===== config.mk =====
export PLATFORM = sky130hd
export DESIGN_NAME = branch_predictor
export DESIGN_NICKNAME = d
export VERILOG_FILES = /design/src/common/bp_pkg.sv /design/src/common/train_if.sv /design/src/predictor/history_table.sv /design/src/source/branch_predictor.sv /design/src/source/retire_queue.sv
export VERILOG_INCLUDE_DIRS = /design/src /design/src/common
export SDC_FILE = /design/constraint.sdc
export NUM_CORES = 2
export LEC_CHECK = 0
export BUFFER_PORTS_ARGS = -buffer_cell sky130_fd_sc_hd__buf_2
export CORE_UTILIZATION = 30
export DETAILED_ROUTE_END_ITERATION = 10
export PLACE_DENSITY_LB_ADDON = 0.2
export SETUP_SLACK_MARGIN = 0.05
export SYNTH_ARGS = -nofsm -noshare
export SYNTH_HDL_FRONTEND = slang
export SYNTH_SLANG_ARGS = --single-unit
export TNS_END_PERCENT = 100

===== constraint.sdc =====
create_clock -name clk -period 22.5 [get_ports clk]
set_clock_uncertainty 0.1 [all_clocks]
set_input_delay 4.5 -clock clk [delete_from_list [all_inputs] [get_ports clk]]
set_output_delay 4.5 -clock clk [all_outputs]
set_load 0.01 [all_outputs]

===== src/common/bp_consts.svh =====
`ifndef BP_CONSTS_SVH
`define BP_CONSTS_SVH

// Instruction address width and the number of fetch / retire lanes
`define BP_ADDR_WIDTH 32
`define BP_LANES 4

// Retire buffer size and its pointer width, without the wrap bit
`define BP_QUEUE_DEPTH 16
`define BP_QUEUE_PTR 4

// Table index is {low pc bits, global history}
`define BP_PC_BITS 7
`define BP_HIST_BITS 2
// Sum of the two widths above
`define BP_INDEX_BITS 9
`define BP_ENTRIES 512

// Every counter starts weakly not-taken
`define BP_CTR_INIT 1

`endif


===== src/common/bp_pkg.sv =====
package bp_pkg;

	`include "bp_consts.svh"

	// ============================
	// Table index
	// ============================

	// One word, read two ways
	// The flat view addresses the counter array and steps the reset sweep
	// The field view is used when an index is put together from a fetch
	// or retire address and the global history register
	typedef union packed
	{
		logic [`BP_INDEX_BITS-1:0] flat;
		struct packed
		{
			// Low address bits sit in the upper part of the index
			logic [`BP_PC_BITS-1:0] pc_part;
			// History bits select among the counters of one address
			logic [`BP_HIST_BITS-1:0] hist_part;
		} fields;
	} pht_index_u;

endpackage


===== src/common/train_if.sv =====
`include "bp_consts.svh"

// One training record per cycle from the retire queue to the counter table
// A record is consumed on every cycle where valid is high and hold is low
interface train_if;

	// Record strobe, high for each cycle a record is offered
	logic valid;
	// Resolved direction of the retired branch
	logic taken;
	// Address of the retired branch
	logic [`BP_ADDR_WIDTH-1:0] pc;
	// Stall level from the table, the source keeps its record while high
	logic hold;

	// Retire queue side
	modport source
	(
		output valid, taken, pc,
		input hold
	);

	// Counter table side
	modport sink
	(
		input valid, taken, pc,
		output hold
	);

endinterface


===== src/predictor/history_table.sv =====
`include "bp_consts.svh"

module history_table
(
	input logic clk,
	input logic rst,
	input logic en,
	input logic [`BP_LANES-1:0][`BP_ADDR_WIDTH-1:0] fetch_pc,
	output logic [`BP_LANES-1:0] predict_taken,
	output logic ready,
	train_if.sink train
);

	import bp_pkg::*;

	// ============================
	// State
	// ============================

	// Two-bit saturating counters, 0 and 1 predict not-taken, 2 and 3 taken
	logic [1:0] pht [`BP_ENTRIES];

	// Global history with the newest outcome in bit 0
	logic [`BP_HIST_BITS-1:0] ghr;

	// Sweep runs from reset until every counter holds its initial value
	logic sweeping;
	pht_index_u sweep_idx;

	// Lookup indices, one per fetch lane
	pht_index_u rd_idx [`BP_LANES];

	// Training side
	pht_index_u upd_idx;
	logic [1:0] upd_ctr;
	logic [1:0] upd_ctr_next;
	logic upd_we;

	// ============================
	// Stall toward the queue
	// ============================

	// Training waits for the sweep and for en
	assign train.hold = sweeping || !en;
	assign upd_we = train.valid && !train.hold;
	assign ready = !sweeping;

	// ============================
	// Lookup
	// ============================

	// Purely combinational, each lane sees the current history and table
	always_comb
	begin
		for (int i = 0; i < `BP_LANES; i++)
		begin
			rd_idx[i].fields.pc_part = fetch_pc[i][`BP_PC_BITS-1:0];
			rd_idx[i].fields.hist_part = ghr;
			// Upper counter bit is the prediction, forced off until usable
			predict_taken[i] = en && ready && pht[rd_idx[i].flat][1];
		end
	end

	// ============================
	// Training
	// ============================

	// Update index uses the history from before this record is shifted in
	always_comb
	begin
		upd_idx.fields.pc_part = train.pc[`BP_PC_BITS-1:0];
		upd_idx.fields.hist_part = ghr;
	end

	assign upd_ctr = pht[upd_idx.flat];

	// Saturate at both ends instead of wrapping
	always_comb
	begin
		if (train.taken)
			upd_ctr_next = (upd_ctr == 2'd3) ? upd_ctr : upd_ctr + 2'd1;
		else
			upd_ctr_next = (upd_ctr == 2'd0) ? upd_ctr : upd_ctr - 2'd1;
	end

	// Sweep and training never write in the same cycle since hold covers the sweep
	always_ff @(posedge clk)
	begin
		if (sweeping)
			pht[sweep_idx.flat] <= 2'(`BP_CTR_INIT);
		else if (upd_we)
			pht[upd_idx.flat] <= upd_ctr_next;
	end

	// Shift the resolved direction in on the same edge as the counter write
	always_ff @(posedge clk)
	begin
		if (rst)
			ghr <= '0;
		else if (upd_we)
			ghr <= {ghr[`BP_HIST_BITS-2:0], train.taken};
	end

	// ============================
	// Reset sweep
	// ============================

	// One entry per cycle, BP_ENTRIES cycles in all after rst falls
	always_ff @(posedge clk)
	begin
		if (rst)
		begin
			sweeping <= 1'b1;
			sweep_idx.flat <= '0;
		end
		else if (sweeping)
		begin
			sweep_idx.flat <= sweep_idx.flat + 1'b1;
			// Last entry written, ready follows in the next cycle
			if (sweep_idx.flat == (`BP_ENTRIES - 1))
				sweeping <= 1'b0;
		end
	end

	// ============================
	// Checks
	// ============================

	// A stalled table keeps the addressed counter and the history untouched
	assert property (@(posedge clk) disable iff (rst)
		!sweeping && train.hold |=>
		$stable(ghr) && (pht[$past(upd_idx.flat)] == $past(upd_ctr)))
	else
		$error("history_table written while hold is high");

	// A stalled record has to stay put on the bus until it is taken
	assert property (@(posedge clk) disable iff (rst)
		train.valid && train.hold |=> train.valid && $stable(train.pc) && $stable(train.taken))
	else
		$error("training record changed while held");

endmodule


===== src/source/branch_predictor.sv =====
`include "bp_consts.svh"

module branch_predictor
(
	input logic clk,
	input logic rst,
	// Lookup and training enable
	input logic en,
	// Up to four retired branches per cycle, lane 0 oldest
	input logic [`BP_LANES-1:0] retire_valid,
	input logic [`BP_LANES-1:0] retire_taken,
	input logic [`BP_LANES-1:0][`BP_ADDR_WIDTH-1:0] retire_pc,
	// Four fetch lanes, predictions are combinational
	input logic [`BP_LANES-1:0][`BP_ADDR_WIDTH-1:0] fetch_pc,
	output logic [`BP_LANES-1:0] predict_taken,
	// High once the reset sweep has finished
	output logic ready
);

	// ============================
	// Retire to table link
	// ============================

	// Carries one record per cycle from the queue into the table
	train_if train_bus();

	// Packs retired branches in lane order and drains one per cycle
	retire_queue retire_queue_inst
	(
		.clk(clk),
		.rst(rst),
		.retire_valid(retire_valid),
		.retire_taken(retire_taken),
		.retire_pc(retire_pc),
		.train(train_bus.source)
	);

	// ============================
	// Counter table
	// ============================

	// Holds the counters and history, stalls the queue while busy
	history_table history_table_inst
	(
		.clk(clk),
		.rst(rst),
		.en(en),
		.fetch_pc(fetch_pc),
		.predict_taken(predict_taken),
		.ready(ready),
		.train(train_bus.sink)
	);

endmodule


===== src/source/retire_queue.sv =====
`include "bp_consts.svh"

module retire_queue
(
	input logic clk,
	input logic rst,
	input logic [`BP_LANES-1:0] retire_valid,
	input logic [`BP_LANES-1:0] retire_taken,
	input logic [`BP_LANES-1:0][`BP_ADDR_WIDTH-1:0] retire_pc,
	train_if.source train
);

	// Pointer width including the wrap bit
	localparam int PTR_W = `BP_QUEUE_PTR + 1;
	// Enough bits to count every retire lane at once
	localparam int LANE_CNT_W = $clog2(`BP_LANES + 1);

	// ============================
	// Storage and pointers
	// ============================

	// Circular buffer holding the payload of retired branches
	logic [`BP_ADDR_WIDTH-1:0] pc_mem [`BP_QUEUE_DEPTH];
	logic [`BP_QUEUE_DEPTH-1:0] taken_mem;

	// The extra top bit tells a full buffer from an empty one
	logic [PTR_W-1:0] head;
	logic [PTR_W-1:0] tail;
	logic [PTR_W-1:0] occupancy;
	logic empty;

	// Slot each lane lands in this cycle, and how many lanes retire
	logic [PTR_W-1:0] lane_ptr [`BP_LANES];
	logic [LANE_CNT_W-1:0] lane_cnt;

	// Output register may take a new record this cycle
	logic advance;

	assign occupancy = tail - head;
	assign empty = (head == tail);

	// ============================
	// Lane packing
	// ============================

	// Each set lane gets the next free slot after the set lanes below it,
	// so the buffer keeps ascending lane order without gaps
	always_comb
	begin
		lane_cnt = '0;
		for (int i = 0; i < `BP_LANES; i++)
		begin
			lane_ptr[i] = tail + PTR_W'(lane_cnt);
			lane_cnt = lane_cnt + LANE_CNT_W'(retire_valid[i]);
		end
	end

	// Buffer slots are written on the edge that samples the retire lanes
	always_ff @(posedge clk)
	begin
		for (int i = 0; i < `BP_LANES; i++)
		begin
			if (retire_valid[i])
			begin
				pc_mem[lane_ptr[i][`BP_QUEUE_PTR-1:0]] <= retire_pc[i];
				taken_mem[lane_ptr[i][`BP_QUEUE_PTR-1:0]] <= retire_taken[i];
			end
		end
	end

	// Tail moves past every slot written this cycle
	always_ff @(posedge clk)
	begin
		if (rst)
			tail <= '0;
		else
			tail <= tail + PTR_W'(lane_cnt);
	end

	// ============================
	// Drain to the table
	// ============================

	// Load when nothing is offered, or when the offered record is consumed
	// A held record stays on the bus untouched
	assign advance = !train.valid || !train.hold;

	always_ff @(posedge clk)
	begin
		if (rst)
		begin
			head <= '0;
			train.valid <= 1'b0;
		end
		else if (advance)
		begin
			if (!empty)
			begin
				head <= head + 1'b1;
				train.valid <= 1'b1;
			end
			else
				train.valid <= 1'b0;
		end
	end

	// Record payload follows the head entry
	always_ff @(posedge clk)
	begin
		if (advance && !empty)
		begin
			train.pc <= pc_mem[head[`BP_QUEUE_PTR-1:0]];
			train.taken <= taken_mem[head[`BP_QUEUE_PTR-1:0]];
		end
	end

	// ============================
	// Checks
	// ============================

	// There is no back-pressure toward the core, so it must never retire
	// more branches than the buffer has free slots
	assert property (@(posedge clk) disable iff (rst)
		occupancy + lane_cnt <= `BP_QUEUE_DEPTH)
	else
		$error("retire_queue overflow, occupancy %0d plus %0d lanes", occupancy, lane_cnt);

	// No record may leave the queue while it is being reset
	assert property (@(posedge clk) rst |=> !train.valid)
	else
		$error("retire_queue offered a record during reset");

endmodule


==> out/metrics.cfg <==
[worst_setup_path]
cp-end-kind = output pin
reg2reg_from = history_table_inst.ghr[0]
crit_top_cell = mux4_2
path_max_fanout = 32
crit_type = primary input to output pin
rr_worst_depth = 13
worstPathArrival_ns = 7.52
worstSetupStartpointType = primary input
worstPathRequired_ns = 17.90
path_cells = buf_2 -> buf_4 -> mux4_2 -> mux4_2 -> mux4_2 -> mux2i_1 -> nor2_1 -> buf_2
cpMaxStageDelayCell = mux4_2
critPathMaxStageDelay_ns = 0.62
rr_endpoint = history_table_inst.pht[108][1]
reg2reg_setup_slack_ns = 14.03

[synth]
syn_inst = 3840
synth_edf_count = 1144
async_reset_ff_share_pct = 0
yosysTopAreaCellShare_pct = 59.2
ys_seq_elements = 1183
synth-warning-count = 0
yosys.cell_types.count = 60
synth_flop_cell = edfxtp_1
synth_fp_nets = 4128
syn_avg_cell_area_um2 = 15.1
yosys.area.top_type = edfxtp_1
syn_area_um2 = 58000
ys_seq_area_share_pct = 60.6
yosys-top-cells-area = edfxtp_1 59%, mux4_2 17%, mux2i_1 5.1%, nor2_1 3.9%, mux2_2 2.0%

[route]
dr.pass1.iters = 5
drc = 0
drtAntennaViolNets = 0
num_vias = 35300
dr.first_iter.drc_count = 3597
wl_per_cell_um = 29.4
wl_um = 189000
vias_per_cell = 5.48

[floorplanning]
core_um2 = 192000
die_x_um = 442
die_area_um2 = 195000
rows = 161
start_util_pct = 30.2
io-pin-count = 272
die_h_um = 442

[global_route]
grt_max_degree = 227
grt_busiest_layer = met2
grt_use_met1_pct = 25.8
antenna_found_initial = 8
grt.total_usage_pct = 19.2
grt_pass1_wl_um = 271000
use_met2_pct = 31.7
grt_pass1_vias = 35700
overflow = 0
gr-usage-met3_pct = 3.14

[clocking]
cts-root-buf = clkbuf_16
post_cts_resized = 0
cts_tree = done
cts.sink_count = 1183
clk_pin_slew_ns = 0.06
clockBufferDepth = 3
cts_setup_buffers = 0
cts_hold_buf = 0
cts_made_buffers = 138
clk-insertion-delay-late_ns = 0.80
ctsHtreeMaxLevel = 4

[job]
maxCapViolCount = 0

[sta]
tns_ns = 0
fmax_ghz = 0.0825
setup_viol_count_final = 0
hold_viol_final = 0
post-route-min-period_ns = 12.12
maxSlewHeadroom_pct = 17.3
hold_ws_ns = 0.445
slew_viol_final = 0
worst_pin_slew_ns = 1.24
post-route-period-util_pct = 53.8
rsz0062_at_grt = false

[final_layout]
drive_gt1_share_pct = 24.0
area_growth_syn_to_layout_pct = 12.7
nFillCells = 18400
fin_nets = 4085

[placement]
dp_hpwl_um = 116000
place.port_buffers = 71
place.gp.congestion = 0.826

[power_and_ir_drop]
max-vdd-ir-drop_uv = 76.2
p_leak_nw = 22.3
p_per_area_nw_per_um2 = 91.7

[min_path]
whs_path_depth = 2
hold_path_startpoint = retire_queue_inst.tail[4]
holdPathEnd = retire_queue_inst.tail[4]
hold_class = register to register

[status]
status = completed

## placed cells by master, fill, tap and decap left out, types with 15 or more instances in the layout
cell type  Yosys  routed
edfxtp_1    1144    1144
nor2_1       596     596
mux4_2       450     450
mux2i_1      294     294
nand2_1      279     264
o21ai_0      173     173
clkbuf_16      0     138
mux2_2       105     105
buf_2         16      71
o221ai_1      67      67
buf_4         27      66
a21oi_1       65      65
dfxtp_1       39      36
clkbuf_1     238      29
clkinv_2       0      28
nor3_1        26      26
o22ai_1       26      26
nand3_1       23      23
nor2b_1       22      21
clkinv_1       0      20
ha_1          18      18
nand2_2        0      15
## worst max-delay path by stage
stage	slack (ns)	startpoint	depth (start not counted)	to
2_1_floorplan	4.43	history_table_inst.ghr[0]	14	history_table_inst.pht[0][0]
3_3_place_gp	10.39	fetch_pc[0]	8	predict_taken[0]
3_5_place_dp	10.37	fetch_pc[0]	8	predict_taken[0]
4_1_cts	10.38	fetch_pc[0]	8	predict_taken[0]
5_1_grt	10.30	fetch_pc[0]	8	predict_taken[0]
6_report	10.38	fetch_pc[0]	8	predict_taken[0]
## state kept, by name (all words and copies together), names as in the netlist
register                       count
history_table_inst.pht          1024
retire_queue_inst.pc_mem         112
retire_queue_inst.taken_mem       16
history_table_inst.sweep_idx       9
retire_queue_inst.train.pc         7
retire_queue_inst.head             5
retire_queue_inst.tail             5
history_table_inst.ghr             2
history_table_inst.sweeping        1
retire_queue_inst.train.taken      1
retire_queue_inst.train.valid      1
## per-stage QoR
stage          total power [W]  utilization (%)  instances  setup slack, ns  area [µm²]
3_3_place_gp           0.00378             31.7       6183            10.39       60900
5_1_grt                0.00619             34.0       6435            10.30       65400
4_1_cts                0.00604             34.0       6433            10.38       65400
6_report               0.00600             34.0       6435            10.38       65400
2_1_floorplan          0.00326                -       3840             4.43       58000
3_5_place_dp           0.00379             31.7       6183            10.37       60900
## power breakdown
group,switching [W],internal [W]
Clock,0.000962,0.00129
Combinational,0.000816,0.000368
Sequential,0.0000592,0.00250
Total,0.00184,0.00416
## layout make-up
class | instances | area [µm²] | area share [%]
antenna | 2 | 5.00 | 0.00765
clock buffer | 169 | 3590 | 5.49
clock inverter | 81 | 913 | 1.40
inverter | 13 | 48.8 | 0.0746
multi-input combinational | 2319 | 21600 | 33.0
sequential | 1183 | 35100 | 53.7
tap | 2526 | 3160 | 4.83
timing repair buffer | 142 | 951 | 1.45
## critical path: cells and delay by family
| kind | cells | cell delay [ns] |
|---|---|---|
| multiplexers | 4 | 1.96 |
| buffers and inverters | 3 | 0.88 |
| AND/OR/NAND/NOR | 1 | 0.10 |
## layer usage
layer  wire length [µm]  up-vias  part of all wire [%]
li1                   -    15100                     -
met1              81000    18600                    43
met2              91700     1288                    49
met3              11000      281                   5.8
met4               5250        0                   2.8
met5                  0        -                     0
## cells in the mapped netlist, drive strengths merged, types with 3 or more instances
cell type,instances
a211o,4
inv,13
ha,18
nand3,23
a21o,4
o22ai,26
edfxtp,1144
o41ai,3
mux4,450
a2111oi,6
dfxtp,39
or2,5
nand2,279
xor2,14
a211oi,14
nor3,26
fa,3
mux2,105
nand3b,10
nor2b,22
nor4,3
nor3b,12
or3,5
buf,87
and2,11
o221ai,67
a31oi,7
a21oi,65
and3,5
nand4b,3
nand2b,6
clkbuf,238
a221o,3
o21ai,178
xnor2,12
nand4,6
o31ai,8
o211ai,5
mux2i,294
nor2,596
## cell families after synthesis
kind of cell | count (synthesis) | synth area share [%]
adder cells (fa/ha/maj) | 21 | 0.492
multiplexers | 849 | 24.6
flip-flops | 1183 | 60.6
AO/OA/AOI/OAI | 403 | 4.31
XOR/XNOR | 26 | 0.393
AND/OR/NAND/NOR | 1020 | 7.23
buffers and inverters | 338 | 2.44
Power figures use the tool's default switching activity.
